$ cat src/hdl/wbdbg_pkg.sv
package wbdbg_pkg;

    // word layout shared by the command and the response streams
    localparam int WORD_BITS    = 34;
    localparam int SUB_BITS     = 2;
    localparam int PAYLOAD_BITS = 32;
    localparam int BYTE_BITS    = 8;
    // bytes per word on the serial side, sub-code byte first
    localparam int WORD_BYTES   = 5;
    localparam int FRAME_BITS   = WORD_BYTES * BYTE_BITS;
    localparam int BYTE_CNT_BITS = $clog2(WORD_BYTES);

    // wishbone widths, word addressed
    localparam int WB_ADDR_BITS = 30;
    localparam int WB_DATA_BITS = 32;
    localparam int WB_SEL_BITS  = 4;

    // scratch ram depth, anything at or above answers with err
    localparam int RAM_WORDS     = 256;
    localparam int RAM_ADDR_BITS = $clog2(RAM_WORDS);

    // set-address payload bit that turns on auto-increment
    localparam int ADDR_INC_BIT = 30;

    typedef logic [WORD_BITS-1:0]     cmd_word_t;
    typedef logic [WORD_BITS-1:0]     rsp_word_t;
    typedef logic [SUB_BITS-1:0]      sub_code_t;
    typedef logic [BYTE_BITS-1:0]     byte_t;
    typedef logic [FRAME_BITS-1:0]    frame_t;
    typedef logic [BYTE_CNT_BITS-1:0] byte_cnt_t;
    typedef logic [WB_ADDR_BITS-1:0]  wb_addr_t;
    typedef logic [WB_DATA_BITS-1:0]  wb_data_t;
    typedef logic [WB_SEL_BITS-1:0]   wb_sel_t;
    typedef logic [RAM_ADDR_BITS-1:0] ram_addr_t;

    // command sub-codes, bit 33 clear marks a bus access
    localparam sub_code_t CMD_SUB_RD      = 2'd0;
    localparam sub_code_t CMD_SUB_WR      = 2'd1;
    localparam sub_code_t CMD_SUB_ADDR    = 2'd2;
    localparam sub_code_t CMD_SUB_SPECIAL = 2'd3;

    // response sub-codes
    localparam sub_code_t RSP_SUB_DATA    = 2'd0;
    localparam sub_code_t RSP_SUB_ACK     = 2'd1;
    localparam sub_code_t RSP_SUB_ADDR    = 2'd2;
    localparam sub_code_t RSP_SUB_SPECIAL = 2'd3;

    // fixed response words
    localparam rsp_word_t RSP_RESET_WORD     = {RSP_SUB_SPECIAL, 32'h0000_0000};
    localparam rsp_word_t RSP_BUS_ERROR_WORD = {RSP_SUB_SPECIAL, 3'h1, 29'h0};
    localparam rsp_word_t RSP_WRITE_ACK_WORD = {RSP_SUB_ACK, 32'h0000_0000};

    // bus master sequencing
    typedef enum logic [1:0] {
        MST_IDLE,
        MST_REQUEST,
        MST_WAIT,
        MST_RESPOND
    } master_state_t;

endpackage

$ cat src/hdl/rsp_word_serializer.sv
`timescale 1ns/10ps

module rsp_word_serializer
    import wbdbg_pkg::*;
(
    input  logic      i_clk,
    input  logic      i_reset,
    // response word from the bus master
    input  logic      i_rsp_stb,
    input  rsp_word_t i_rsp_word,
    // transmitter handshake
    input  logic      i_tx_busy,
    output logic      o_rsp_busy,
    output logic      o_tx_stb,
    output byte_t     o_tx_byte
);

    localparam byte_cnt_t LAST_BYTE = byte_cnt_t'(WORD_BYTES - 1);

    frame_t    shift_q;
    byte_cnt_t byte_cnt_q;
    logic      gap_q;

    // a byte goes out whenever the transmitter is free,
    // never back to back
    assign o_tx_stb  = o_rsp_busy && !gap_q && !i_tx_busy;
    assign o_tx_byte = shift_q[FRAME_BITS-1 -: BYTE_BITS];

    always_ff @(posedge i_clk) begin
        if (i_reset) begin
            o_rsp_busy <= 1'b0;
            byte_cnt_q <= '0;
            gap_q      <= 1'b0;
        end else if (i_rsp_stb) begin
            o_rsp_busy <= 1'b1;
            byte_cnt_q <= '0;
            gap_q      <= 1'b0;
        end else if (o_tx_stb) begin
            gap_q <= 1'b1;
            if (byte_cnt_q == LAST_BYTE) begin
                // busy drops the cycle after the fifth byte
                o_rsp_busy <= 1'b0;
                byte_cnt_q <= '0;
            end else begin
                byte_cnt_q <= byte_cnt_q + 1'b1;
            end
        end else begin
            gap_q <= 1'b0;
        end
    end

    // zero-padded so the first byte is just the sub-code,
    // payload then leaves msb first
    always_ff @(posedge i_clk) begin
        if (i_rsp_stb) begin
            shift_q <= frame_t'(i_rsp_word);
        end else if (o_tx_stb) begin
            shift_q <= shift_q << BYTE_BITS;
        end
    end

    // relies on the assembler holding commands while busy
    a_no_rsp_while_busy: assert property (
        @(posedge i_clk) disable iff (i_reset)
        i_rsp_stb |-> !o_rsp_busy
    );

endmodule

$ cat config.mk
export PLATFORM = sky130hd
export DESIGN_NAME = rsp_word_serializer
export DESIGN_NICKNAME = d
export VERILOG_FILES = /design/src/hdl/wbdbg_pkg.sv /design/src/hdl/rsp_word_serializer.sv
export SDC_FILE = /design/constraint.sdc
export NUM_CORES = 1
export LEC_CHECK = 0
export ABC_AREA = 1
export BUFFER_PORTS_ARGS = -buffer_cell sky130_fd_sc_hd__buf_2
export CORE_ASPECT_RATIO = 1.25
export CORE_MARGIN = 2
export CORE_UTILIZATION = 55
export DETAILED_ROUTE_END_ITERATION = 7
export PLACE_DENSITY = 0.82
export SLEW_MARGIN = 15
export SYNTH_ARGS = -nofsm -noshare
export SYNTH_HDL_FRONTEND = slang
export SYNTH_SLANG_ARGS = --single-unit
$ cat constraint.sdc
create_clock -name i_clk -period 3.7 [get_ports i_clk]
set_input_delay 0.925 -clock i_clk [delete_from_list [all_inputs] [get_ports i_clk]]
set_output_delay 0.925 -clock i_clk [all_outputs]
set_load 0.01 [all_outputs]
* Word-level counts from Yosys, hierarchy flattened
Cells that the tools add are included.
Operators by class: add/sub/neg operators 1, eq/ne operators 1, mux-type cells 7, reductions and logical operators 8
Operators by type and width (count):
- $mux W34 | 2
- $mux W1 | 4
- $reduce_bool A2 Y1 | 2
- $add A3 B1 Y3 const B | 1
- $eq A3 B3 Y1 const B | 1
- $mux W3 | 1
- $logic_and A1 B1 Y1 | 2
- $logic_not A1 Y1 | 2
- $reduce_and A2 Y1 | 1
- $reduce_or A2 Y1 | 1
Storage, ports and cells: flip-flop bits (word level) 45, bits of input ports 38, output and inout bits 10, word-level logic and storage cells 22

* Logic depth before layout (Yosys ltp)
depth after elaboration 5, depth in mapped cells 7, mapped depth without buffers 7

* Worst setup path before layout
No wires, ideal clock.
kind input to register, start in i_tx_busy, end reg shift_q[0] (enable), setup time 0.392 ns, arrival 2.021 ns, slack 1.287 ns, cell stages on the path 4, path buffers 1, cell sequence inv_1 -> nand3_2 -> buf_6 -> nand2_1
Between the ends: word-level cells in the longest chain between the ends 3
Ends and longest elaborated chain:
- start, declared | line rsp_word_serializer.sv:12 | input logic i_tx_busy,
- $logic_not A1 Y1 | line rsp_word_serializer.sv:26 | assign o_tx_stb = o_rsp_busy && !gap_q && !i_tx_busy;
- $logic_and A1 B1 Y1 | line rsp_word_serializer.sv:26
- $reduce_bool A2 Y1 (no line)
- end signal, assigned | line rsp_word_serializer.sv:56 | shift_q <= frame_t'(i_rsp_word);
- end signal, assigned | line rsp_word_serializer.sv:58 | shift_q <= shift_q << BYTE_BITS;
- end, declared | line rsp_word_serializer.sv:20 | frame_t shift_q;
Every way passes these cells. A chain may end at the register's enable or synchronous reset.

* Worst setup path after layout
start in i_tx_busy, end out o_tx_stb
Between the ends: word-level cells in the longest chain between the ends 2
Ends and longest elaborated chain:
- $logic_not A1 Y1 | line rsp_word_serializer.sv:26
- $logic_and A1 B1 Y1 | line rsp_word_serializer.sv:26
- end, declared | line rsp_word_serializer.sv:14 | output logic o_tx_stb,
Every way passes these cells.

==> qor.csv <==
stage,metric,value,unit
outcome,run status,finished clean,
synthesis,Synth Cell Area,1950,um^2
final_layout,fillers,291,
sta,Period minus WS final,2.62,ns
synthesis,Netlist cell types,19,
route,remaining routing DRC violations,0,
route,Detailed Routing Iterations Pass 1,6,
route,via count,1353,
floorplan,Rows,24,
sta,fmax,382,MHz
global_routing,number of global-route vias before repair,1224,
place,IO Port Bufs,47,
sta,Final Hold Vio Count,0,
global_routing,Overall Global Routing Usage,15.9,%
cts,clk root buf,clkbuf_8,
setup_path,crit-path cells,buf_2 > inv_1 > nand3_2 > clkinv_2 > buf_2,
sta,Clock Skew,0.00334,ns
sta,Tcrit/Tclk final,70.8,%
cts,Post-CTS Repair Setup Buffers,0,
cts,TritonCTS clock tree,built,
final_layout,Multi-input gate area,527,um^2
synthesis,syn_nets,244,
synthesis,largest area contributor in the netlist,edfxtp_1,
route,DRT antenna net count,0,
final_layout,antenna cells,0,
power,PwrDens,444,nW/um^2
floorplan,Total Die Area,4040,um^2
cts,clock latency on the worst-skew pair,0.28,ns
cts,H-tree depth,2,
setup_path,CP Capture Type,output port,
route,post-DR wirelength/cell,10.2,um
global_routing,initial antenna violation count,0,
route,top routing layer in use,met4,
cts,CTS Buffer Depth,2,
flow_run,MaxCap Viol Count,0,
final_layout,layout cells sized above 1,24.9,%
cts,post-cts sizing count,0,
sta,Slew Limit Fails,0,
floorplan,Starting Density,56.4,%
synthesis,syn_area_per_cell,9.56,um^2
floorplan,Die H,70.6,um
synthesis,Synth top area share,52.4,%
route,met1 wire length,1210,um
final_layout,Area Overhead vs Synth,14.1,%
route,DR WL met2,1480,um
synthesis,Area contributors post-synth,"edfxtp_1 52%, nand2_1 20%, dfxtp_1 11%, buf_4 4.2%, inv_1 2.9%",
setup_path,"Largest stage delay, worst path",0.24,ns
sta,unrepaired setup endpoints after global routing,false,
setup_path,crit start category,input pin,
setup_path,CP top delay family,buffers and inverters,
final_layout,layout net count,284,
sta,# setup viols final,0,
floorplan,total I/O pin count,48,
synthesis,"Seq/Total Area, Yosys",63.7,%
power,Leak,1.09,nW
cts,"CTS clk-pin slew, worst paths",0.07,ns
min_path,Worst Hold Class,reg -> reg,
route,Routed Wire Length,2910,um
cts,clk sinks,45,
global_routing,first-pass GRT wire length,4930,um
sta,Setup TNS Final,0,ns
global_routing,pin count of the biggest net entering global routing,43,
setup_path,worst endpoint required time,2.77,ns
synthesis,"flops & latches, synth",45,
cts,CTS buffer count,5,
final_layout,Util after Layout,64.4,%
setup_path,Buf/Inv on CP,4,
setup_path,cell mode on critical path,buf_2,
sta,Slew @ Worst Pin,0.445,ns
sta,slew margin rel.,70.2,%
setup_path,r2r setup slk,1.92,ns
setup_path,"Arr. time, crit path",1.70,ns
floorplan,die width,57.3,um
route,met3 WL,203,um
place,post-DP HPWL,2090,um
setup_path,Worst Setup Path Type,in -> out,
synthesis,yosys warns,0,
setup_path,critical path's slowest cell,nand3_2,
power,VDD IR-drop max,0.309,mV
final_layout,storage element area,1240,um^2
place,Final GP Congestion,0.691,
sta,hold_ws,0.464,ns
global_routing,GRT overflow,0,
floorplan,core footprint,3450,um^2
setup_path,CP Max Fanout,12,
cts,cts-stage hold buffer count,0,
route,vias per std cell,4.76,
route,DR iter-0 viols,61,
synthesis,Syn Inst Count,204,
[worst min-delay path: stages, from the launching register on]
cell     delay [ns]
dfxtp_1        0.31
nand2_1        0.06
a21oi_1        0.05
[power breakdown]
| group | internal [mW] | total (mW) | switching, mW |
|---|---|---|---|
| logic | 0.0368 | 0.0917 | 0.0548 |
| registers | 0.589 | 0.600 | 0.0110 |
| clock network | 0.152 | 0.296 | 0.144 |
[registers in the layout (all words and copies together), names as in the netlist]
name and count:
shift_q 40, o_rsp_busy 1, byte_cnt_q 3, gap_q 1
[layout make-up]
class | instances | area share [%]
inverter | 17 | 3.04
multi-input combinational | 126 | 23.7
tap | 39 | 2.19
timing repair buffer | 49 | 11.2
clock buffer | 8 | 4.05
sequential | 45 | 55.8
[metrics by stage]
stage,instances,area [um^2],setup slack (ns),power (mW)
after global routing,284,2220,0.998,1.03
after CTS,284,2220,1.07,1.00
after floorplan,204,1950,1.29,0.675
final,284,2220,1.08,0.988
after detailed placement,276,2130,1.07,0.705
after global placement,276,2130,1.10,0.699
[layout by cell type, fill, tap and decap left out]
| cell | count |
|---|---|
| inv_4 | 1 |
| buf_4 | 2 |
| a21oi_2 | 1 |
| nand4_1 | 1 |
| nor2_2 | 1 |
| inv_1 | 15 |
| nor3_2 | 1 |
| dfxtp_1 | 11 |
| ha_1 | 2 |
| o21ai_0 | 1 |
| nand2_1 | 106 |
| nand3_1 | 2 |
| clkbuf_1 | 2 |
| clkinv_2 | 1 |
| buf_2 | 47 |
| clkbuf_8 | 6 |
| a21oi_1 | 8 |
| nor2_1 | 2 |
| nand3_2 | 1 |
| edfxtp_1 | 34 |
[cells in the mapped netlist]
cell / instances
nor2_2: 1
clkinv_2: 1
a21oi_1: 8
dfxtp_1: 11
buf_4: 11
nand2_1: 106
nand4_1: 1
buf_2: 4
o21ai_0: 1
inv_4: 1
nand3_2: 1
a21oi_2: 1
nor3_2: 1
inv_1: 15
edfxtp_1: 34
buf_6: 1
ha_1: 2
nand3_1: 2
nor2_1: 2
[final timing paths]
kind	startpoint	to	cells after the start
setup / recovery	i_tx_busy	o_tx_stb	5
setup reg to reg	o_rsp_busy	shift_q[9]	3
hold reg to reg	shift_q[37]	shift_q[37]	2
hold / removal	shift_q[37]	shift_q[37]	2
[cells by family after synthesis]
logic type / Yosys count / synth area share (%)
compound gates: 10 / 2.76
fa+ha+maj: 2 / 1.28
buf+inv: 33 / 9.31
flops: 45 / 63.7
simple gates: 114 / 23.0
[layer usage]
layer / global-route usage [%] / vias to the layer above
met5: 0 / -
met4: 6.20 / 0
met2: 27.2 / 43
li1: - / 713
met3: 4.57 / 3
met1: 18.7 / 594
Note: power is estimated with default switching activity, not from simulation.
