===== src/hdl/wbdbg_pkg.sv =====
package wbdbg_pkg;

    // word layout shared by the command and the response streams
    localparam int WORD_BITS    = 34;
    localparam int SUB_BITS     = 2;
    localparam int PAYLOAD_BITS = 32;
    localparam int BYTE_BITS    = 8;
    // bytes per word on the serial side, sub-code byte first
    localparam int WORD_BYTES   = 5;
    localparam int FRAME_BITS   = WORD_BYTES * BYTE_BITS;
    localparam int BYTE_CNT_BITS = $clog2(WORD_BYTES);

    // wishbone widths, word addressed
    localparam int WB_ADDR_BITS = 30;
    localparam int WB_DATA_BITS = 32;
    localparam int WB_SEL_BITS  = 4;

    // scratch ram depth, anything at or above answers with err
    localparam int RAM_WORDS     = 256;
    localparam int RAM_ADDR_BITS = $clog2(RAM_WORDS);

    // set-address payload bit that turns on auto-increment
    localparam int ADDR_INC_BIT = 30;

    typedef logic [WORD_BITS-1:0]     cmd_word_t;
    typedef logic [WORD_BITS-1:0]     rsp_word_t;
    typedef logic [SUB_BITS-1:0]      sub_code_t;
    typedef logic [BYTE_BITS-1:0]     byte_t;
    typedef logic [FRAME_BITS-1:0]    frame_t;
    typedef logic [BYTE_CNT_BITS-1:0] byte_cnt_t;
    typedef logic [WB_ADDR_BITS-1:0]  wb_addr_t;
    typedef logic [WB_DATA_BITS-1:0]  wb_data_t;
    typedef logic [WB_SEL_BITS-1:0]   wb_sel_t;
    typedef logic [RAM_ADDR_BITS-1:0] ram_addr_t;

    // command sub-codes, bit 33 clear marks a bus access
    localparam sub_code_t CMD_SUB_RD      = 2'd0;
    localparam sub_code_t CMD_SUB_WR      = 2'd1;
    localparam sub_code_t CMD_SUB_ADDR    = 2'd2;
    localparam sub_code_t CMD_SUB_SPECIAL = 2'd3;

    // response sub-codes
    localparam sub_code_t RSP_SUB_DATA    = 2'd0;
    localparam sub_code_t RSP_SUB_ACK     = 2'd1;
    localparam sub_code_t RSP_SUB_ADDR    = 2'd2;
    localparam sub_code_t RSP_SUB_SPECIAL = 2'd3;

    // fixed response words
    localparam rsp_word_t RSP_RESET_WORD     = {RSP_SUB_SPECIAL, 32'h0000_0000};
    localparam rsp_word_t RSP_BUS_ERROR_WORD = {RSP_SUB_SPECIAL, 3'h1, 29'h0};
    localparam rsp_word_t RSP_WRITE_ACK_WORD = {RSP_SUB_ACK, 32'h0000_0000};

    // bus master sequencing
    typedef enum logic [1:0] {
        MST_IDLE,
        MST_REQUEST,
        MST_WAIT,
        MST_RESPOND
    } master_state_t;

endpackage


===== src/hdl/wb_bus_master.sv =====
`timescale 1ns/10ps

module wb_bus_master
    import wbdbg_pkg::*;
(
    input  logic      i_clk,
    input  logic      i_reset,
    // command channel
    input  logic      i_cmd_stb,
    input  cmd_word_t i_cmd_word,
    output logic      o_bus_busy,
    // response channel
    output logic      o_rsp_stb,
    output rsp_word_t o_rsp_word,
    // wishbone master side
    output logic      o_wb_cyc,
    output logic      o_wb_stb,
    output logic      o_wb_we,
    output wb_addr_t  o_wb_addr,
    output wb_data_t  o_wb_data,
    output wb_sel_t   o_wb_sel,
    input  logic      i_wb_stall,
    input  logic      i_wb_ack,
    input  logic      i_wb_err,
    input  wb_data_t  i_wb_rdata
);

    master_state_t state_q;
    logic          addr_inc_q;
    logic          echo_pend_q;
    sub_code_t     cmd_sub;
    logic          cmd_take;
    logic          cmd_bus;
    logic          bus_done;

    // decode the word in its own strobe cycle
    assign cmd_sub  = i_cmd_word[WORD_BITS-1 -: SUB_BITS];
    assign cmd_take = i_cmd_stb && !o_bus_busy;
    assign cmd_bus  = (cmd_sub == CMD_SUB_RD) || (cmd_sub == CMD_SUB_WR);
    assign bus_done = (state_q == MST_WAIT) && (i_wb_ack || i_wb_err);

    assign o_bus_busy = o_wb_cyc || echo_pend_q;
    // full-word accesses only
    assign o_wb_sel   = '1;

    // sequencer, address register and auto-increment flag
    always_ff @(posedge i_clk) begin
        if (i_reset) begin
            state_q     <= MST_IDLE;
            o_wb_cyc    <= 1'b0;
            o_wb_stb    <= 1'b0;
            echo_pend_q <= 1'b0;
            o_wb_addr   <= '0;
            addr_inc_q  <= 1'b0;
        end else begin
            case (state_q)
                // respond behaves as idle, the pulse is already out
                MST_IDLE, MST_RESPOND: begin
                    state_q     <= MST_IDLE;
                    echo_pend_q <= 1'b0;
                    if (cmd_take && cmd_bus) begin
                        state_q  <= MST_REQUEST;
                        o_wb_cyc <= 1'b1;
                        o_wb_stb <= 1'b1;
                    end else if (cmd_take && (cmd_sub == CMD_SUB_ADDR)) begin
                        o_wb_addr   <= i_cmd_word[WB_ADDR_BITS-1:0];
                        addr_inc_q  <= i_cmd_word[ADDR_INC_BIT];
                        echo_pend_q <= 1'b1;
                    end
                    // CMD_SUB_SPECIAL is reserved and dropped here
                end
                MST_REQUEST: begin
                    // one access per command, stb drops once taken
                    if (!i_wb_stall) begin
                        o_wb_stb <= 1'b0;
                        state_q  <= MST_WAIT;
                    end
                end
                MST_WAIT: begin
                    if (bus_done) begin
                        o_wb_cyc <= 1'b0;
                        state_q  <= MST_RESPOND;
                    end
                    // an err leaves the address where it was
                    if (i_wb_ack && !i_wb_err && addr_inc_q) begin
                        o_wb_addr <= o_wb_addr + 1'b1;
                    end
                end
                default: state_q <= MST_IDLE;
            endcase
        end
    end

    // direction and write data captured with the command
    always_ff @(posedge i_clk) begin
        if (cmd_take && cmd_bus) begin
            o_wb_we   <= (cmd_sub == CMD_SUB_WR);
            o_wb_data <= i_cmd_word[PAYLOAD_BITS-1:0];
        end
    end

    // response pulse, stb is held through reset so the
    // reset word leaves on the first cycle after it
    always_ff @(posedge i_clk) begin
        if (i_reset) begin
            o_rsp_stb  <= 1'b1;
            o_rsp_word <= RSP_RESET_WORD;
        end else begin
            o_rsp_stb <= bus_done || echo_pend_q;
            if (bus_done && i_wb_err) begin
                o_rsp_word <= RSP_BUS_ERROR_WORD;
            end else if (bus_done) begin
                o_rsp_word <= o_wb_we ? RSP_WRITE_ACK_WORD : {RSP_SUB_DATA, i_wb_rdata};
            end else if (echo_pend_q) begin
                // echo carries the flag in bit 30
                o_rsp_word <= {RSP_SUB_ADDR, 1'b0, addr_inc_q, o_wb_addr};
            end
        end
    end

    a_stb_in_cyc: assert property (
        @(posedge i_clk) disable iff (i_reset)
        o_wb_stb |-> o_wb_cyc
    );

    // slave answers one way only
    a_ack_xor_err: assert property (
        @(posedge i_clk) disable iff (i_reset)
        !(i_wb_ack && i_wb_err)
    );

    // no new command while the previous answer is still being handed over
    a_take_when_free: assert property (
        @(posedge i_clk) disable iff (i_reset)
        cmd_take |-> !o_rsp_stb
    );

endmodule


===== config.mk =====
export PLATFORM = sky130hd
export DESIGN_NAME = wb_bus_master
export DESIGN_NICKNAME = d
export VERILOG_FILES = /design/src/hdl/wbdbg_pkg.sv /design/src/hdl/wb_bus_master.sv
export SDC_FILE = /design/constraint.sdc
export NUM_CORES = 1
export LEC_CHECK = 0
export BUFFER_PORTS_ARGS = -buffer_cell sky130_fd_sc_hd__buf_2
export CELL_PAD_IN_SITES_DETAIL_PLACEMENT = 1
export CELL_PAD_IN_SITES_GLOBAL_PLACEMENT = 1
export CORE_MARGIN = 5
export CORE_UTILIZATION = 38
export CTS_BUF_LIST = sky130_fd_sc_hd__clkbuf_2 sky130_fd_sc_hd__clkbuf_4 sky130_fd_sc_hd__clkbuf_8
export DETAILED_ROUTE_END_ITERATION = 12
export PLACE_DENSITY = 0.91
export SLEW_MARGIN = 5
export SYNTH_ARGS = -nofsm -noshare
export SYNTH_HDL_FRONTEND = slang
export SYNTH_SLANG_ARGS = --single-unit

===== constraint.sdc =====
create_clock -name i_clk -period 3 [get_ports i_clk]
set_input_delay 0 -clock i_clk [delete_from_list [all_inputs] [get_ports i_clk]]
set_output_delay 0 -clock i_clk [all_outputs]
set_load 0.05 [all_outputs]

* Yosys cells after proc, flatten, opt, wreduce, memory -nomap -nowiden *
Cells that the tools add are included.

cells by class
  reduce and logical (&&, ||, !) cells = 26
  bitwise gates (word level) = 1
  mux-type cells = 19
  div/mod/pow operators = 0
  eq/ne operators = 11
  $add $sub $neg = 1
  shifts and indexed selects = 0
  $lt $le $gt $ge = 0
  multipliers = 0

operators by type and width
  cell                                                  number
  2-to-1 mux 30 bit                                     4
  2-to-1 mux 34 bit                                     2
  case mux 30 bit (2 select lines)                      1
  2-to-1 mux 33 bit                                     1
  adder 30 x 1 -> 30 bit (second input constant)        1
  != test 2 bit (second input constant)                 5
  AND reduction 3 bit                                   3
  logical AND 1 bit                                     7
  equality test 2 bit (second input constant)           3
  2-to-1 mux 1 bit                                      6
  case mux 2 bit (3 select lines)                       1
  nonzero test 2 bit                                    3
  equality test 2 x 1 -> 1 bit (second input constant)  2
  zero test 2 bit                                       2
  logical OR 1 bit                                      4
  2-to-1 mux 2 bit                                      2
  case mux 1 bit (2 select lines)                       2
  AND reduction 4 bit                                   1
  OR reduction 2 bit                                    2
  nonzero test 3 bit                                    1
  zero test 1 bit                                       2
  != test 2 x 1 -> 1 bit (second input constant)        1
  AND reduction 2 bit                                   1
  inverter 1 bit                                        1

storage, ports and cells
  memory bits (writable) = 0
  input bits = 72
  memories = 0
  output and inout bits = 105
  bits in read-only memories = 0
  bits in latches = 0
  flip-flop bits (word level) = 104

* Logic depth before layout (Yosys ltp) *
  depth in word-level cells = 7
  gate-level depth with buffers = 10
  depth with buffers taken out = 7

* Least setup slack after synthesis *
OpenSTA, ideal clock, no wires.

  path type = register to register
  start point = reg o_wb_cyc
  end point = reg o_wb_stb
  library setup time = 0.132 ns
  slack = -0.008 ns
  arrival time = 2.876 ns
  stages on the path, launching flop included = 7
  clock period less this slack = 3.008 ns
  cell sequence = dfxtp_1 or3b_1 buf_2 nor2_1 nand2_1 o211ai_1 a21oi_1

on the way
  word-level cells in the longest chain between the ends = 6

ends and longest elaborated chain
  element                        RTL line             RTL
  start: declaration             wb_bus_master.sv:16  output logic o_wb_cyc,
  start signal: assignment       wb_bus_master.sv:50  o_wb_cyc <= 1'b0;
  start signal: assignment       wb_bus_master.sv:63  o_wb_cyc <= 1'b1;
  start signal: assignment       wb_bus_master.sv:81  o_wb_cyc <= 1'b0;
  logical OR 1 bit               wb_bus_master.sv:42  assign o_bus_busy = o_wb_cyc || echo_pend_q;
  zero test 1 bit                wb_bus_master.sv:38  assign cmd_take = i_cmd_stb && !o_bus_busy;
  logical AND 1 bit              wb_bus_master.sv:38
  logical AND 1 bit              wb_bus_master.sv:61  if (cmd_take && cmd_bus) begin
  != test 2 bit (no line)        -
  AND reduction 3 bit (no line)  -
  end signal: assignment         wb_bus_master.sv:51  o_wb_stb <= 1'b0;
  end signal: assignment         wb_bus_master.sv:64  o_wb_stb <= 1'b1;
  end signal: assignment         wb_bus_master.sv:75  o_wb_stb <= 1'b0;
  end: declaration               wb_bus_master.sv:17  output logic o_wb_stb,

Every way passes these cells.
A chain may end at the register's enable or synchronous reset.

* Final worst setup path *
  start point = reg state_q[0]
  end point = reg o_wb_addr[3]

on the way
  word-level cells in the longest chain between the ends = 4

ends and longest elaborated chain
  element                                                               RTL line             RTL
  start: declaration                                                    wb_bus_master.sv:28  master_state_t state_q;
  start signal: assignment                                              wb_bus_master.sv:49  state_q <= MST_IDLE;
  start signal: assignment                                              wb_bus_master.sv:59  state_q <= MST_IDLE;
  start signal: assignment                                              wb_bus_master.sv:62  state_q <= MST_REQUEST;
  equality test 2 bit / zero test 2 bit (equally long branches)         wb_bus_master.sv:56  case (state_q)
  OR reduction 2 bit                                                    wb_bus_master.sv:56
  != test 2 bit (no line) / nonzero test 2 bit (equally long branches)  -
  AND reduction 4 bit (no line)                                         -
  end signal: assignment                                                wb_bus_master.sv:66  o_wb_addr <= i_cmd_word[WB_ADDR_BITS-1:0];
  end signal: assignment                                                wb_bus_master.sv:86  o_wb_addr <= o_wb_addr + 1'b1;
  end: declaration                                                      wb_bus_master.sv:19  output wb_addr_t o_wb_addr,

Parallel ways exist; a longest one is shown, timed or not.

==> flow_summary.yaml <==
routing:
  vias: 5310
  remaining_drc_errors: 0
  drtPass1Iterations: 5
  wl_per_cell_um: 21.02
  ant_nets: 0
  avgViaCountPerCell: 5.673
  drt-total-wl_um: 19670
  drtIter0Drc: 460
clock_network:
  cts_setup_buffers: 0
  ctsResizeCount: 0
  cts_max_level: 3
  cts_inserted_buffers: 9
  path_clk_slew_ns: 0.10
  clock_sinks: 104
  cts_buffer_depth: 2
  cts_hold_buf: 66
  cts_tree: "done"
  clockRootBuffer: "clkbuf_8"
  clock_latency_ns: 0.38
yosys:
  ys_types: 58
  synth_area_um2: 4895
  synthFlopType: "dfxtp_1"
  ys.warnings.count: 0
  synth_edf_count: 33
  yosysTopAreaCell: "dfxtp_1"
  ys_ff_latch: 104
  avgSynthCellArea_um2: 9.132
  synthTopCellsByArea: "dfxtp_1 (29%), edfxtp_1 (20%), nor2_1 (6.4%), mux2i_1 (6.3%), a31oi_1 (5.2%)"
  postSynthCellCount: 536
  synth.top_cell.area_share_pct: 29.04
  ys_async_sr_fraction_pct: 0
  synth-seq-area-share_pct: 49.28
finish:
  n_fill_cell: 1538
  drive_above_1_share_pct: 27.65
  num-nets-final: 833
  synthToLayoutAreaGrowth_pct: 37.93
timing:
  hold_viol: 0
  rsz0062_at_grt: "false"
  drv_slew: 0
  setup_violations: 0
  skew_ns: 0.01690
  period_needed_ns: 2.809
  finalCritPeriodShare_pct: 93.64
  tightest_slew_ns: 1.038
  setup_tns_ns: 0
  max_freq_mhz: 356.0
  max_slew_margin_pct: 30.72
grt:
  use_met2_pct: 42.61
  gr-usage-met3_pct: 5.901
  grt_remaining_overflow: 0
  grt_pass1_vias: 5440
  grt_pass1_wl_um: 30130
  track_usage_pct: 25.54
  grt.busiest_layer: "met2"
  antenna_found_initial: 1
  grt_max_degree: 69
  grt_use_met1_pct: 32.10
floorplanning:
  die-area_um2: 15250
  ios: 177
  die_h_um: 123.5
  rows: 41
  coreArea_um2: 12620
  chipWidth_um: 123.5
  initial_utilization_pct: 38.79
placed_design:
  finalWeightedCongestion: 0.8739
  hpwl_um: 12600
  portBuffers: 172
worst_setup_path:
  critPathCaptureType: "flop"
  cp.required_ns: 3.23
  startpoint_type: "flop"
  crit_end: "o_wb_addr[3]"
  worstSetupStartpoint: "state_q[0]"
  cp_max_fo: 20
  reg2reg_to: "o_wb_addr[3]"
  reg2reg_depth: 8
  worstSetupPathType: "flop to flop"
  r2r_start: "state_q[0]"
  crit_arrival_ns: 3.04
  reg2reg_slack_ns: 0.19
job:
  max_cap_viol_count: 0
pwr:
  power_mw: 4.074
  power_leakage_nw: 2.763
  power_density_nw_per_um2: 603.4
  peakVddDrop_uv: 243.2
worst_hold_path:
  hold_class: "input pin to flop"
status:
  status: "complete, no violations"
[logic make-up (layout without fill, tap and decap cells)]
family	count (synthesis)	after routing	synth area share [%]
buffers and inverters	56	280	4.806
muxes	34	34	7.030
and+or+nand+nor	194	194	19.68
DFF	104	104	49.28
other	1	5	0.07661
adders and majority gates	3	3	0.7670
AOI/OAI and AO/OA	144	144	18.35
[layout by cell type (no fill, tap or decap), drive strengths merged, types with 4 or more instances in the layout]
master | netlist | routed
a211oi | 5 | 5
a21o | 4 | 4
a21oi | 32 | 32
a22oi | 4 | 4
a31oi | 41 | 41
buf | 15 | 184
clkbuf | 27 | 13
conb | 1 | 4
dfxtp | 71 | 71
dlygate4sd3 | 0 | 66
edfxtp | 33 | 33
inv | 13 | 14
mux2i | 31 | 31
nand2 | 27 | 27
nand3 | 21 | 21
nand4 | 7 | 7
nor2 | 83 | 83
nor2b | 9 | 9
nor3 | 11 | 11
nor4 | 10 | 10
o21ai | 31 | 31
o32ai | 4 | 4
or4 | 5 | 5
[area by class of cell]
cell class              instances  area [um2]  share of cell area, %
repair buffers                250        1612                  23.87
clock inverters                 3       16.27                 0.2409
flip-flops and latches        104        2414                  35.75
well taps                     172       215.2                  3.188
clock buffers                  13       166.4                  2.465
inverters                      14       52.55                 0.7784
diodes                          1       2.502                0.03706
multi-input cells             379        2273                  33.67
[cells in the mapped netlist, types with 4 or more instances]
| cell | instances |
|---|---|
| a21oi_1 | 32 |
| nor3_1 | 11 |
| nor2b_1 | 9 |
| nor2_1 | 83 |
| a31oi_1 | 41 |
| clkbuf_1 | 27 |
| a21o_1 | 4 |
| nor4_1 | 8 |
| buf_2 | 8 |
| inv_1 | 13 |
| nand3_1 | 20 |
| o32ai_1 | 4 |
| buf_4 | 4 |
| nand4_1 | 7 |
| edfxtp_1 | 33 |
| a211oi_1 | 5 |
| nand2_1 | 26 |
| a22oi_1 | 4 |
| mux2i_1 | 31 |
| o21ai_0 | 28 |
| dfxtp_1 | 71 |
| or4_1 | 5 |
[layer usage]
layer / share of wire (%) / routed length [um] / vias to the layer above
li1: - / - / 2404
met1: 40 / 7858 / 2558
met4: 2.6 / 505 / 0
met2: 49 / 9570 / 299
met5: 0 / 0 / -
met3: 8.8 / 1736 / 49
[worst max-delay path: stages (launching register included)]
cell and delay, ns:
dfxtp_1 0.37, inv_1 0.07, ha_1 0.50, nand3b_1 0.31, o22ai_2 0.26, nand2_1 0.46
buf_4 0.35, o21ai_0 0.23, a21oi_1 0.11
[sequential cells by signal, indices dropped and copies added (netlist names)]
name         cells
o_wb_addr       30
o_wb_cyc         1
o_wb_we          1
addr_inc_q       1
o_wb_data       32
state_q          2
o_wb_stb         1
echo_pend_q      1
o_rsp_stb        1
o_rsp_word      34
[through the flow]
step           cells  setup WS [ns]  area, um2  hold WS (ns)  utilization (%)
3_5_place_dp     853         0.4715       5906        0.1870            46.80
4_1_cts          935         0.4327       6749      0.008850            53.48
3_3_place_gp     853         0.6287       5906        0.1818            46.80
6_report         936         0.1907       6751       0.03795            53.50
2_1_floorplan    539         0.5870       4908       0.09887                -
5_1_grt          936        0.08310       6751       0.04849            53.50
[worst min path at each step]
stage,from,to,slack [ns],depth (start not counted)
2_1_floorplan,i_cmd_word[0],o_wb_data[0],0.1,0
3_3_place_gp,i_cmd_word[31],o_wb_data[31],0.18,1
3_5_place_dp,i_cmd_word[31],o_wb_data[31],0.19,1
4_1_cts,i_wb_rdata[29],o_rsp_word[29],0.009,3
5_1_grt,i_wb_rdata[29],o_rsp_word[29],0.05,3
6_report,i_wb_rdata[29],o_rsp_word[29],0.04,3
[where the power goes]
group	internal [mW]	total [mW]	switching, mW	leakage [nW]
Sequential	1.60	1.76	0.164	0.883
Clock	0.365	0.852	0.487	0.0960
Combinational	0.405	1.46	1.05	1.78
Total	2.37	4.07	1.70	2.76
No activity file was read; power rests on OpenSTA's default activity.
