**src/hdl/wbdbg_pkg.sv**
```systemverilog
package wbdbg_pkg;

    // word layout shared by the command and the response streams
    localparam int WORD_BITS    = 34;
    localparam int SUB_BITS     = 2;
    localparam int PAYLOAD_BITS = 32;
    localparam int BYTE_BITS    = 8;
    // bytes per word on the serial side, sub-code byte first
    localparam int WORD_BYTES   = 5;
    localparam int FRAME_BITS   = WORD_BYTES * BYTE_BITS;
    localparam int BYTE_CNT_BITS = $clog2(WORD_BYTES);

    // wishbone widths, word addressed
    localparam int WB_ADDR_BITS = 30;
    localparam int WB_DATA_BITS = 32;
    localparam int WB_SEL_BITS  = 4;

    // scratch ram depth, anything at or above answers with err
    localparam int RAM_WORDS     = 256;
    localparam int RAM_ADDR_BITS = $clog2(RAM_WORDS);

    // set-address payload bit that turns on auto-increment
    localparam int ADDR_INC_BIT = 30;

    typedef logic [WORD_BITS-1:0]     cmd_word_t;
    typedef logic [WORD_BITS-1:0]     rsp_word_t;
    typedef logic [SUB_BITS-1:0]      sub_code_t;
    typedef logic [BYTE_BITS-1:0]     byte_t;
    typedef logic [FRAME_BITS-1:0]    frame_t;
    typedef logic [BYTE_CNT_BITS-1:0] byte_cnt_t;
    typedef logic [WB_ADDR_BITS-1:0]  wb_addr_t;
    typedef logic [WB_DATA_BITS-1:0]  wb_data_t;
    typedef logic [WB_SEL_BITS-1:0]   wb_sel_t;
    typedef logic [RAM_ADDR_BITS-1:0] ram_addr_t;

    // command sub-codes, bit 33 clear marks a bus access
    localparam sub_code_t CMD_SUB_RD      = 2'd0;
    localparam sub_code_t CMD_SUB_WR      = 2'd1;
    localparam sub_code_t CMD_SUB_ADDR    = 2'd2;
    localparam sub_code_t CMD_SUB_SPECIAL = 2'd3;

    // response sub-codes
    localparam sub_code_t RSP_SUB_DATA    = 2'd0;
    localparam sub_code_t RSP_SUB_ACK     = 2'd1;
    localparam sub_code_t RSP_SUB_ADDR    = 2'd2;
    localparam sub_code_t RSP_SUB_SPECIAL = 2'd3;

    // fixed response words
    localparam rsp_word_t RSP_RESET_WORD     = {RSP_SUB_SPECIAL, 32'h0000_0000};
    localparam rsp_word_t RSP_BUS_ERROR_WORD = {RSP_SUB_SPECIAL, 3'h1, 29'h0};
    localparam rsp_word_t RSP_WRITE_ACK_WORD = {RSP_SUB_ACK, 32'h0000_0000};

    // bus master sequencing
    typedef enum logic [1:0] {
        MST_IDLE,
        MST_REQUEST,
        MST_WAIT,
        MST_RESPOND
    } master_state_t;

endpackage

```
**src/hdl/cmd_word_assembler.sv**
```systemverilog
`timescale 1ns/10ps

module cmd_word_assembler
    import wbdbg_pkg::*;
(
    input  logic      i_clk,
    input  logic      i_reset,
    // byte stream from the receiver
    input  logic      i_rx_stb,
    input  byte_t     i_rx_byte,
    // downstream busy levels
    input  logic      i_bus_busy,
    input  logic      i_rsp_busy,
    // assembled command
    output logic      o_cmd_stb,
    output cmd_word_t o_cmd_word
);

    localparam byte_cnt_t LAST_BYTE = byte_cnt_t'(WORD_BYTES - 1);

    byte_cnt_t byte_cnt_q;
    logic      full_q;
    logic      byte_take;
    logic      cmd_xfer;

    // bytes only shift in while no finished word is waiting
    assign byte_take = i_rx_stb && !full_q;

    // a finished word is offered only when the response path is free,
    // so the answer to it always finds the serializer empty
    assign o_cmd_stb = full_q && !i_rsp_busy;
    assign cmd_xfer  = o_cmd_stb && !i_bus_busy;

    // byte counter and word-held flag
    always_ff @(posedge i_clk) begin
        if (i_reset) begin
            byte_cnt_q <= '0;
            full_q     <= 1'b0;
        end else begin
            if (cmd_xfer) begin
                full_q <= 1'b0;
            end else if (byte_take) begin
                if (byte_cnt_q == LAST_BYTE) begin
                    // fifth byte in, stb goes high next cycle
                    byte_cnt_q <= '0;
                    full_q     <= 1'b1;
                end else begin
                    byte_cnt_q <= byte_cnt_q + 1'b1;
                end
            end
        end
    end

    // msb-first shift, the sub-code byte ends up in bits 33..32
    // and its six upper bits fall off the top
    always_ff @(posedge i_clk) begin
        if (byte_take) begin
            o_cmd_word <= {o_cmd_word[WORD_BITS-BYTE_BITS-1:0], i_rx_byte};
        end
    end

    // sender must wait for the response before the next command
    a_no_byte_while_full: assert property (
        @(posedge i_clk) disable iff (i_reset)
        full_q |-> !i_rx_stb
    );

endmodule

```
**config.mk**
```make
export PLATFORM = sky130hd
export DESIGN_NAME = cmd_word_assembler
export DESIGN_NICKNAME = d
export VERILOG_FILES = /design/src/hdl/wbdbg_pkg.sv /design/src/hdl/cmd_word_assembler.sv
export SDC_FILE = /design/constraint.sdc
export NUM_CORES = 1
export LEC_CHECK = 0
export BUFFER_PORTS_ARGS = -buffer_cell sky130_fd_sc_hd__buf_2
export CAP_MARGIN = 5
export CORE_ASPECT_RATIO = 0.9
export CORE_MARGIN = 1.5
export CORE_UTILIZATION = 25
export CTS_CLUSTER_SIZE = 20
export DETAILED_ROUTE_END_ITERATION = 12
export SKIP_LAST_GASP = 1
export SYNTH_ARGS = -nofsm -noshare
export SYNTH_HDL_FRONTEND = slang
export SYNTH_SLANG_ARGS = --single-unit
```
**constraint.sdc**
```tcl
create_clock -name i_clk -period 2.17 [get_ports i_clk]
set_input_delay 0.1085 -clock i_clk [delete_from_list [all_inputs] [get_ports i_clk]]
set_output_delay 0.1085 -clock i_clk [all_outputs]
set_load 0.02 [all_outputs]
```
# == Word level (Yosys, flattened, before mapping) ==
# Index checks and enable logic that the tools add are counted.
# word_totals
regBits,38
input_bits,13
out_inout_bits,35
elab_cells,16
# op_classes
n_addsub,1
eq_ne,1
mux,1
bitwise,1
reduce_logical,9
# ops
op,count
$reduce_and 2->1,2
$add 3x1->3 const B,1
$eq 3x3->1 const B,1
$logic_and 1x1->1,3
$logic_not 1->1,3
$mux 3,1
$reduce_or 2->1,1
$not 1->1,1

# == Longest topological paths before layout ==
# Gate-level depths: netlist of the first run.
# depth
ltp_word,5
depth_mapped,5

# == Worst setup path after synthesis of the first run ==
# No wires, ideal clock.
# synth_path
path_kind,flip-flop to flip-flop
from,register full_q
to,"register o_cmd_word[0], enable pin"
setup_time_ns,0.375
arrival_time_ns,0.855
required_ns,1.795
setup_slack_ns,0.939
stages_incl_launch_ff,3
path_buffers,0
synth_period_minus_slack_ns,1.231
cell_sequence,dfxtp_1 nand2b_4 inv_2
# synth_between
elab_chain_len,2
# synth_lines
item,line_no,source
from (decl),cmd_word_assembler.sv:22,logic full_q;
from (signal assigned),cmd_word_assembler.sv:38,full_q <= 1'b0;
from (signal assigned),cmd_word_assembler.sv:41,full_q <= 1'b0;
from (signal assigned),cmd_word_assembler.sv:46,full_q <= 1'b1;
$logic_not 1->1,cmd_word_assembler.sv:27,assign byte_take = i_rx_stb && !full_q;
$logic_and 1x1->1,cmd_word_assembler.sv:27,
via byte_take,cmd_word_assembler.sv:23,logic byte_take;
to (signal assigned),cmd_word_assembler.sv:58,"o_cmd_word <= {o_cmd_word[WORD_BITS-BYTE_BITS-1:0], i_rx_byte};"
to (decl),cmd_word_assembler.sv:16,output cmd_word_t o_cmd_word
# The timed path passes the listed nets, and every way through them passes these cells.
# A chain may end at the register's enable or synchronous reset.

# == Worst setup path after layout of the first run ==
# layout_path
from,register full_q
to,"register o_cmd_word[10], enable pin"
# The elaborated chain is that of the path after synthesis.

==> results list, run 1 <==
- In the final layout, the share of cells above drive strength 1 is 48.4%.
* Wirelength per Cell: 12.2 µm
- Number of hold violations in the final report: 0
- Core Rows: 24
- In this run the worst path has a maximum fanout of 16.
- In this run the remaining antenna-violating nets after routing total 0.
- Tightest Hold Check Type: in -> reg
- Antenna diode instance count: 0
- After synthesis the cells add up to 1230 µm².
- The initial antenna violation count is 0.
* Final Setup Violations: 0
- Number of maximum-capacitance violations: 0
* Leakage power figure: 0.706 nW
- Via-per-instance ratio: 3.87
* Actual slew at the worst max-slew pin: 0.198 ns
* Critical path endpoint category: flop
* DIE HEIGHT: 69.6 µm
* Insertion delay to the later sink of the worst-skew pair: 0.28 ns
* Number of synthesis warnings: 0
- Library cell with the largest summed area after synthesis: edfxtp_1
- RSZ-0062 raised after global routing: no
* Worst slack on hold paths: 0.0232 ns
- After the last flow step, the layout net total stands at 138.
- Entering global routing, the biggest net connects 17 pins.
* Initial core utilization: 25.7%
- Worst vdd rail ir drop: 463 µV
- Setup TNS: 0 ns
- Clock Skews: 0.00336 ns
- Fraction of the cycle the final worst path needs: 56.6%
* Placer Congestion: 0.667
- Port-buffer cells: 47
* Worst Path Class, Setup: reg -> reg
- After filler insertion, the fill cell instance count of the layout stands at 476.
- Width of the die: 77.0 µm
* Overall via count from detail_route: 731
- Clock tree synthesis found a total of 38 sinks.
- Synthesis produced a netlist whose cell count is 59.
- Routed WL: 2310 µm
- The sequential cells in the finished layout cover a total of 1100 µm².
- Area occupied by multi-input gates: 116 µm²
* Final-report max-slew violation count: 0
- At the worst endpoint, the required time is 2.15 ns.
- For this block, the initial DRC count from the detailed router was 50.
- Quantity of gates resized following cts: 0
* Number of I/O pins: 48
- Signal arrival time at the worst endpoint: 1.20 ns
* Number of distinct library cells after synthesis: 16
- In this run the power density over the cells is 906 nW/µm².
- The die covers 5360 µm².
* Clock Tree Root: clkbuf_8
* Clock-pin slew reported for the worst setup and hold paths after clock tree synthesis: 0.07 ns
- The H-tree generated during clock tree synthesis spans 2 levels.
- Post-Syn Area per Cell: 20.9 µm²
* Tot GR Track Use: 9.62%
- TritonCTS clock tree: done
- Counting along the longest clock path gives a buffer depth of 2.
- DRC violations left: 0
* Register area share after synthesis: 89.3%
- Headroom to the max-slew limit came out at 86.8%.
- Core Region: 4800 µm²
- Dpl hpwl: 1750 µm
- Grt ovf: 0
* Post-layout utilization of the core: 36.5%
* Detailed Routing Iterations Pass 1: 4
- Wire length of the first global-routing pass: 3670 µm
* Outcome: finished, final reports clean
* Fraction of synthesized cell area taken by the top area cell type: 82.8%
- Total clock buffers created by CTS: 5
* Highest achievable clock rate: 0.815 GHz
- The number of nets in the synthesized netlist is 74.
- Area Overhead vs Synth: 42.2%
- Number of global-route vias before repair: 746
- Shortest period the worst path allows: 1.23 ns
- The worst setup path is launched from a flop.
- After synthesis, the cell types taking the most area are edfxtp_1 (83%), dfxtp_1 (6.5%), ha_1 (2.0%).
* Post-synthesis sequential element count: 38
-- worst paths after layout --
check	start	depth (start not counted)	slack, ns	to
hold / removal	i_reset	2	0.02	byte_cnt_q[1]
setup / recovery	full_q	3	0.94	o_cmd_word[10]
hold reg to reg	o_cmd_word[9]	0	0.44	o_cmd_word[17]
setup reg to reg	full_q	3	0.94	o_cmd_word[10]
-- synthesized netlist by cell type --
master / count
edfxtp_1: 34
ha_1: 2
nand3_1: 1
inv_1: 3
nor2b_1: 1
o21ai_0: 1
nor2_1: 1
a211oi_1: 1
dfxtp_1: 4
nand3_2: 1
a21oi_1: 3
a31oi_1: 1
inv_2: 1
nand3b_1: 1
nand2_1: 3
nand2b_4: 1
-- layout by cell type (no fill, tap or decap) --
cell	n
a211oi_1	1
a21oi_1	3
a31oi_1	1
buf_2	47
buf_4	2
bufinv_16	1
clkbuf_8	5
clkinv_2	2
dfxtp_1	4
dlygate4sd3_1	8
edfxtp_1	34
ha_1	2
inv_1	3
inv_2	1
nand2_1	3
nand2b_4	1
nand3_1	1
nand3_2	1
nand3b_1	1
nor2_1	1
nor2b_1	1
o21ai_0	1
-- final cells by class --
cell class                 instances  share of cell area, %
sequential                        38                   62.8
timing repair buffer              57                   18.8
multi-input combinational         17                   6.64
tap                               65                   4.64
clock buffer                       5                   3.93
clock inverter                     3                   2.28
inverter                           4                  0.857
-- layer usage --
| metal | track usage (%) | vias to the layer above | wire length, µm | part of all wire (%) |
|---|---|---|---|---|
| li1 | - | 348 | - | - |
| met1 | 8.77 | 348 | 871 | 38 |
| met2 | 16.8 | 33 | 1240 | 54 |
| met3 | 4.87 | 2 | 168 | 7.3 |
| met4 | 6.06 | 0 | 34 | 1.5 |
| met5 | 0 | - | 0 | 0 |
-- repair_timing --
item | in CTS | in global routing
hold buffers | 8 | 0
endpoints found under the hold margin | 8 | 0
buffers inserted | 0 | 0
-- registers in the layout, summed over array words and instances, names as in the netlist --
| register | cells |
|---|---|
| byte_cnt_q | 3 |
| full_q | 1 |
| o_cmd_word | 34 |
-- through the flow --
stage                     setup slack, ns  std cells  instance area, µm²  power [W]
after CTS                           0.926        189                1750    0.00161
after global routing                0.879        189                1750    0.00166
final                               0.943        189                1750    0.00159
after global placement              0.991        173                1560    0.00102
after floorplan                     0.939         59                1230   0.000960
after detailed placement            0.943        173                1560    0.00103
-- power by group --
part	internal [W]	total, W	switching (W)	leakage (nW)
registers	0.000850	0.000870	0.0000195	0.365
logic	0.0000526	0.000148	0.0000955	0.283
clock network	0.000338	0.000570	0.000232	0.0579
-- cell families (layout without fill, tap and decap cells) --
kind of cell,Yosys count,count (layout),synth area share (%)
compound gates,6,6,2.74
fa+ha+maj,2,2,2.03
buf+inv,4,69,1.22
flops,38,38,89.3
simple gates,9,9,4.67
-- critical path, cell delays in order, from the launching register on --
cell and delay (ns):
dfxtp_1 0.33, nand2b_4 0.16, inv_2 0.16, buf_4 0.27
Note: power is estimated with default switching activity, not from simulation.
==> run 2, diff against run 1 <==
Clock period 2.17 ns to 1.2 ns, I/O delays scaled along.
==> run 2 against run 1 <==
Sequential share of layout area shrank 1.2 points. Die area stayed put. Global-route usage up 0.32 points. Non-clock buffer count rose by 1. First-iteration DRC count decreased by 26%. Core utilization rose by 0.76 points. Sequential cell count is the same. Maximum frequency up 14%.
==> results list, run 2 (synthesized netlist as in run 1, its figures left out) <==
- The remaining global-route overflow came to 0 (unchanged).
- The count of antenna-violating nets left after detailed routing was 0 (unchanged).
- The power share of the combinational group was 9.9% (+0.6 points).
- Worst slack on hold paths: 0.0320 ns (+0.00885 ns)
* Setup Buffers After CTS: 0 (unchanged)
- The maximum number of pins on one net before global-route repair is 17 (unchanged).
* Wire length of the first global-routing pass: 3850 µm (+4.9%)
- The detail-routed via count per cell was 3.89 (+0.70%).
* Overall via count from detail_route: 740 (+1.2%)
* Port-buffer cells: 47 (unchanged)
* Number of levels in the clock H-tree: 2 (unchanged)
* Routed WL: 2420 µm (+4.5%)
* Clock Tree Root: clkbuf_8
- Critical Path RT: 1.41 ns (-0.74 ns)
- The switching share of power came to 21.4% (-0.41 points).
- The chip height was 69.6 µm (unchanged).
- Core Region: 4800 µm² (unchanged)
- Worst vdd rail ir drop: 654 µV (+41%)
- The final standard cell utilization of the core was 37.2% (+0.76 points).
- The sequential fraction of design power was 54.5% (-0.3 points).
- Slowest cell on the critical path: dfxtp_2
- The number of design rule violations left after detail routing came to 0 (unchanged).
* Post-Layout Cell Count: 190 (+0.53%)
- The total power per unit cell area was 1610 nW/µm² (+78%).
- The routability-driven placement congestion ratio is 0.644 (-3.4%).
- Actual slew at the worst max-slew pin: 0.215 ns (+0.0164 ns)
- Setup repair after global routing left no endpoint under its margin.
- The horizontal die dimension came to 77.0 µm (unchanged).
- o_cmd_word holds more flip-flops than any other register.
- Cells after DPL: 173 (unchanged)
- Critical path endpoint category: flop
- Antenna violations before repair: 0 (unchanged)
- Leading cell type in the layout, fill and taps excluded: buf_2
* Layout net count: 139 (+0.72%)
* Sw Pwr: 0.000619 W (+78%)
- The delay of the slowest critical-path stage is 0.35 ns (+0.02 ns).
* Wirelength per Cell: 12.7 µm (+3.9%)
* Tightest Hold Check Type: in -> reg
* Portion of total power attributed to the clock network: 35.6% (-0.3 points)
- The design internal power came to 0.00227 W (+83%).
- The critical path in this run is classified as reg -> reg.
- Final Setup Violations: 0 (unchanged)
* Total Die Area: 5360 µm² (unchanged)
* Number of hold violations in the final report: 0 (unchanged)
* Detailed Routing Iterations Pass 1: 2 (-2)
- Leakage power figure: 0.715 nW (+1.2%)
- The count of clock tree sinks was 38 (unchanged).
* Core Rows: 24 (unchanged)
- Initial DRC count: 37 (-26%)
* Antenna diode instance count: 0 (unchanged)
- The via count of the first global-routing pass came to 769 (+3.1%).
* Shortest period the worst path allows: 1.07 ns (-0.154 ns)
- On the critical path the largest part of the delay comes from flip-flops.
* Highest achievable clock rate: 0.931 GHz (+14%)
- The worst clock skew was 0.00288 ns (-0.000485 ns).
- Max Buffers Root-to-Sink: 2 (unchanged)
* Dpl hpwl: 1680 µm (-3.7%)
* Tot GR Track Use: 9.94% (+0.32 points)
- Fraction of the cycle the final worst path needs: 89.5% (+33 points)
* Fill cell instance count of the final layout: 471 (-1.1%)
* Setup TNS: 0 ns (unchanged)
- Relative to the synthesized area, the layout overhead comes to 45.2%.
- Signal arrival time at the worst endpoint: 1.29 ns (+0.09 ns)
- The critical path goes through inv_1 > ha_1 > nand2_1 > nand3_2 > a21oi_1.
- Critical Path Source Type: flop
- Total clock buffers created by CTS: 5 (unchanged)
* Number of flip-flops under the largest register name: 34 (unchanged)
- The largest registers in the layout are o_cmd_word: 34 flops, byte_cnt_q: 3 flops, full_q: 1 flops.
- The number of buffer and inverter instances along the worst setup path came to 1 (-1).
- Outcome: finished, final reports clean
- Final-report max-slew violation count: 0 (unchanged)
* Critical-path maximum fanout: 3 (-13)
- Insertion delay to the later sink of the worst-skew pair: 0.28 ns (about the same)
- Slew margin rel.: 85.6% (-1.2 points)
- TritonCTS built the clock tree.
* Share of final-layout standard cells stronger than drive strength 1: 47.2% (-1.2 points)
- Clock-pin slew reported for the worst setup and hold paths after clock tree synthesis: 0.07 ns (about the same)
- The reported max-cap violation count is 0 (unchanged).
- Number of I/O pins: 48 (unchanged)
* Initial core utilization: 25.7% (unchanged)
- Commonest cells after routing, fill and taps aside: buf_2 (47), edfxtp_1 (34), dlygate4sd3_1 (9), clkbuf_8 (5)
run 2: cell count changes in the layout (fill, tap and decap cells not counted), moves of 2 or more:
cell / previous run / this run
buf_12: 0 / 2
buf_4: 2 / 0
clkbuf_1: 0 / 2
clkinv_2: 2 / 0
run 2: metrics by stage:
stage	instance area (µm²)	power, W	setup slack, ns
after floorplan	1230	0.00174	0.147
after detailed placement	1590	0.00187	0.107
final	1790	0.00288	0.126
after global placement	1590	0.00185	0.170
after CTS	1790	0.00293	0.0789
after global routing	1790	0.00302	0.0481
run 2: per-layer routing:
layer	track usage (%)	part of all wire [%]	up-vias
met5	0	0	-
met4	3.64	1.1	0
met3	5.53	4.7	4
met2	17.2	53	31
met1	10.0	41	351
li1	-	-	354
run 2: area by class of cell:
| cell class | instances | area (µm²) | area share [%] |
|---|---|---|---|
| flip-flops and latches | 38 | 1100 | 61.6 |
| well taps | 65 | 81.3 | 4.55 |
| multi-input cells | 17 | 116 | 6.50 |
| clock buffers | 7 | 76.3 | 4.27 |
| clock inverters | 1 | 30.0 | 1.68 |
| inverters | 4 | 17.5 | 0.979 |
| repair buffers | 58 | 365 | 20.4 |
run 2: path summary, 6_finish.rpt:
path,from,slack [ns],end,cells after the start
worst min-delay path,i_bus_busy,0.03,full_q,3
worst min register to register,o_cmd_word[2],0.44,o_cmd_word[10],0
worst max-delay path,byte_cnt_q[0],0.13,byte_cnt_q[1],5
worst max register to register,byte_cnt_q[0],0.13,byte_cnt_q[1],5
run 2: power by group through the flow:
| stage | clock (W) | combinational [W] | sequential, W |
|---|---|---|---|
| 3_3_place_gp | 0 | 0.000257 | 0.00160 |
| 5_1_grt | 0.00113 | 0.000305 | 0.00158 |
| 2_1_floorplan | 0 | 0.0000406 | 0.00170 |
| 4_1_cts | 0.00107 | 0.000288 | 0.00157 |
| 6_report | 0.00103 | 0.000285 | 0.00157 |
| 3_5_place_dp | 0 | 0.000265 | 0.00160 |
run 2: repair_timing:
action	in CTS	in global routing
resized for setup	0	1
hold buffers	9	0
setup endpoints to repair	0	2
hold endpoints to repair	12	0
run 2: worst reg2reg max path, cell delays in order, from the launching register on:
cell     delay (ns)
dfxtp_2        0.35
inv_1          0.07
ha_1           0.24
nand2_1        0.13
nand3_2        0.09
a21oi_1        0.13
==> run 3, diff against run 2 <==
Settings changed: ABC_AREA set to 1.
Clock period 1.2 ns to 1 ns, I/O delays scaled along.
==> run 3 against run 2 <==
The flow now finishes with violations (setup timing). Total power up 14%. Die area grew 2.0%. Clock power about the same. Final area rose by 4.5%. Synthesized cell count rose by 17%. First-iteration DRC count decreased by 2.7%. Largest power group unchanged.
==> results list, run 3 <==
- Share of final-layout standard cells stronger than drive strength 1: 52.6% (+5.4 points)
* Ranking of synthesized cells by area: edfxtp_1 (81%), dfxtp_1 (6.4%), nand2_1 (2.4%)
- RSZ-0062 raised after global routing: yes
* Number of hold violations in the final report: 0 (unchanged)
- The total number of H-tree levels is 2 (unchanged).
- Critical Path RT: 0.95 ns (-0.46 ns)
- Shortest period the worst path allows: 1.07 ns
- Fraction of the cycle the final worst path needs: 107%
- The delay of the slowest critical-path stage is 0.34 ns (about the same).
* Overall via count from detail_route: 784 (+5.9%)
* Worst Setup Slack, final: -0.0666 ns (-0.193 ns)
* Actual slew at the worst max-slew pin: 0.169 ns (-0.0459 ns)
- In the synthesized netlist, the cells that appear most often are edfxtp_1 (34), nand2_1 (8), inv_1 (7), nor2_1 (5), dfxtp_1 (4).
- The initial detailed-routing violation count was 36 (-2.7%).
- Clock tree synthesis selected as its root buffer the cell clkbuf_8.
- The number of nets produced by synthesis was 84 (+14%).
- The post-synthesis sequential element count was 38 (unchanged).
- The total power per unit cell area was 1760 nW/µm² (+9.2%).
* Critical-path maximum fanout: 4 (+1)
* Number of synthesis warnings: 0 (unchanged)
* Width of the die: 77.8 µm (+1.0%)
* Post-place setup slack: -0.0656 ns (-0.173 ns)
- The min-delay analysis places its worst path in the category in -> reg.
- Critical path endpoint category: output pin
* Total clock buffers created by CTS: 5 (unchanged)
- The worst clock skew was 0.00518 ns (+0.00230 ns).
- Number of maximum-capacitance violations: 0 (unchanged)
* Tot GR Track Use: 9.45% (-0.49 points)
* Failing checks: setup timing
* Antenna diode instance count: 0 (unchanged)
- Area Overhead vs Synth: 48.5%
* Slew margin rel.: 88.7% (+3.1 points)
- Register name with the most flops: o_cmd_word
* Register area share after synthesis: 87.5% (-1.9 points)
- The final standard cell utilization of the core was 38.7% (+1.4 points).
- Commonest cells after routing, fill and taps aside: buf_2 (46), edfxtp_1 (34), dlygate4sd3_1 (8), nand2_1 (7), clkbuf_8 (6)
- The mean area per synthesized cell is 18.2 µm² (-13%).
- The count of unique library cells instantiated by Yosys came to 13 (-3).
- EDFF count, synth: 34 (unchanged)
- Number of sinks on the clock net: 38 (unchanged)
- In the final layout, the registers with the most flip-flops are o_cmd_word: 34 flops, byte_cnt_q: 3 flops, full_q: 1 flops.
* Final antenna-violating net count: 0 (unchanged)
* Detailed Routing Iterations Pass 1: 4 (+2)
- Fraction of synthesized cell area taken by the top area cell type: 81.1% (-1.7 points)
- The flip-flop count of the largest register after layout was 34 (unchanged).
- Final-report max-slew violation count: 0 (unchanged)
- Number of global-route vias before repair: 821 (+6.8%)
- The maximum number of pins on one net before global-route repair came to 18 (+1).
- The total power came to 0.00329 W (+14%).
* Signal arrival time at the worst endpoint: 1.02 ns (-0.27 ns)
- TritonCTS built the clock tree.
* Worst Path Class, Setup: reg -> out
- Grouping stages by cell kind, the critical path spends the most delay in flip-flops.
- Number of I/O pins: 48 (unchanged)
* Worst vdd rail ir drop: 528 µV (-19%)
- Timing would allow up to 0.938 GHz.
* Layout net count: 151 (+8.6%)
- The row count came to 24 (unchanged).
- Wirelength per Cell: 12.1 µm (-4.9%)
* Most common flop cell mapped by yosys: edfxtp_1
- Among the stages of the critical path, the cell type that occurs most often is buf_6.
* Leading cell type in the layout, fill and taps excluded: buf_2
- Routed WL: 2440 µm (+1.1%)
* Fraction of registers with async set or reset after synthesis: 0% (unchanged)
- Core Region: 4830 µm² (+0.63%)
* Antenna violations before repair: 0 (unchanged)
* Max Buffers Root-to-Sink: 2 (unchanged)
- The area of the die is 5470 µm² (+2.0%).
- Traced cell by cell, the critical path runs through inv_2 > buf_6 > nor2_4 > buf_6.
- The mapped cell area is 1260 µm² (+2.1%).
- Insertion delay to the later sink of the worst-skew pair: 0.28 ns (about the same)
* Number of buffer and inverter stages on the critical path: 3 (+2)
* Library cell with the largest summed area after synthesis: edfxtp_1
- The flow ran to the end, but the final reports show violations.
- Final Setup Violations: 35 (+35)
* Setup TNS: -1.78 ns (-1.78 ns)
* Critical Path Source Type: flop
- Clock-pin slew reported for the worst setup and hold paths after clock tree synthesis: 0.07 ns (about the same)
* Dpl hpwl: 1670 µm (-0.84%)
* Leakage power figure: 0.761 nW (+6.4%)
* Grt ovf: 0 (unchanged)
- Library cell with the highest instance count after synthesis: edfxtp_1
- Slowest cell on the critical path: dfxtp_2
- Port-buffer cells: 47 (unchanged)
* Initial core utilization: 26.0% (+0.38 points)
* DIE HEIGHT: 70.3 µm (+1.0%)
- The synthesized instance count came to 69 (+17%).
- Placer Congestion: 0.704 (+9.4%)
- The number of design rule violations left after detail routing was 0 (unchanged).
- Via-per-instance ratio: 3.88 (-0.35%)
* Wire length of the first global-routing pass: 3740 µm (-2.9%)
-- run 3: cell types whose count changed in the layout (fill, tap and decap cells not counted), moves of 3 or more --
cell,change
a21oi_1,-3
inv_2,+3
nand2_1,+4
nor2_2,+3
-- run 3: final timing paths --
path	start	end	slack [ns]	depth (start not counted)
worst max-delay path	full_q	o_cmd_stb	-0.07	4
worst min-delay path	i_reset	byte_cnt_q[0]	0.08	4
worst max register to register	full_q	o_cmd_word[32]	-0.06	4
worst min register to register	o_cmd_word[6]	o_cmd_word[14]	0.44	0
-- run 3: power by group --
group / switching, W / leakage [nW] / internal, W / total (W)
sequential: 0.0000392 / 0.366 / 0.00184 / 0.00188
combinational: 0.000226 / 0.349 / 0.000148 / 0.000374
clock: 0.000479 / 0.0455 / 0.000562 / 0.00104
-- run 3: worst register-to-register path: stages (launching register included) --
cell,delay [ns]
dfxtp_2,0.33
inv_2,0.09
nand2_4,0.06
clkinvlp_4,0.12
buf_12,0.17
-- run 3: kinds of logic (layout without fill, tap and decap cells) --
group | count (synthesis) | count (layout) | synth area share, %
compound gates | 2 | 2 | 1.09
fa+ha+maj | 2 | 2 | 1.99
buf+inv | 8 | 76 | 2.39
flops | 38 | 38 | 87.5
simple gates | 19 | 19 | 7.06
-- run 3: metal layers --
metal | share of wire (%) | vias up | wire length (µm) | GRT usage (%)
met3 | 7.9 | 9 | 193 | 3.53
met4 | 3.2 | 0 | 78 | 7.68
met1 | 39 | 361 | 944 | 9.81
met2 | 50 | 39 | 1230 | 15.2
li1 | - | 375 | - | -
met5 | 0 | - | 0 | 0
-- run 3: final cells by class --
cell class                      count  area (µm²)
Clock buffer                        8        90.1
Sequential cell                    38        1100
Multi-Input combinational cell     23         165
Inverter                            8        33.8
Timing Repair Buffer               60         395
Fill cell                         462        2970
Tap cell                           65        81.3
-- run 3: through the flow --
stage	std cells	hold slack [ns]	instance area, µm²
6_report	202	0.0769	1870
5_1_grt	202	0.0854	1870
4_1_cts	201	0.0577	1840
3_5_place_dp	184	0.232	1620
3_3_place_gp	184	0.231	1620
2_1_floorplan	69	0.149	1260
-- run 3: timing repair --
action                                 in CTS  in global routing
pin swaps                                   2                  5
hold buffers                                8                  0
gates resized for setup                    10                  5
gates cloned                                1                  0
setup endpoints to repair                  39                 39
endpoints found under the hold margin       8                  0
setup buffers                               0                  1
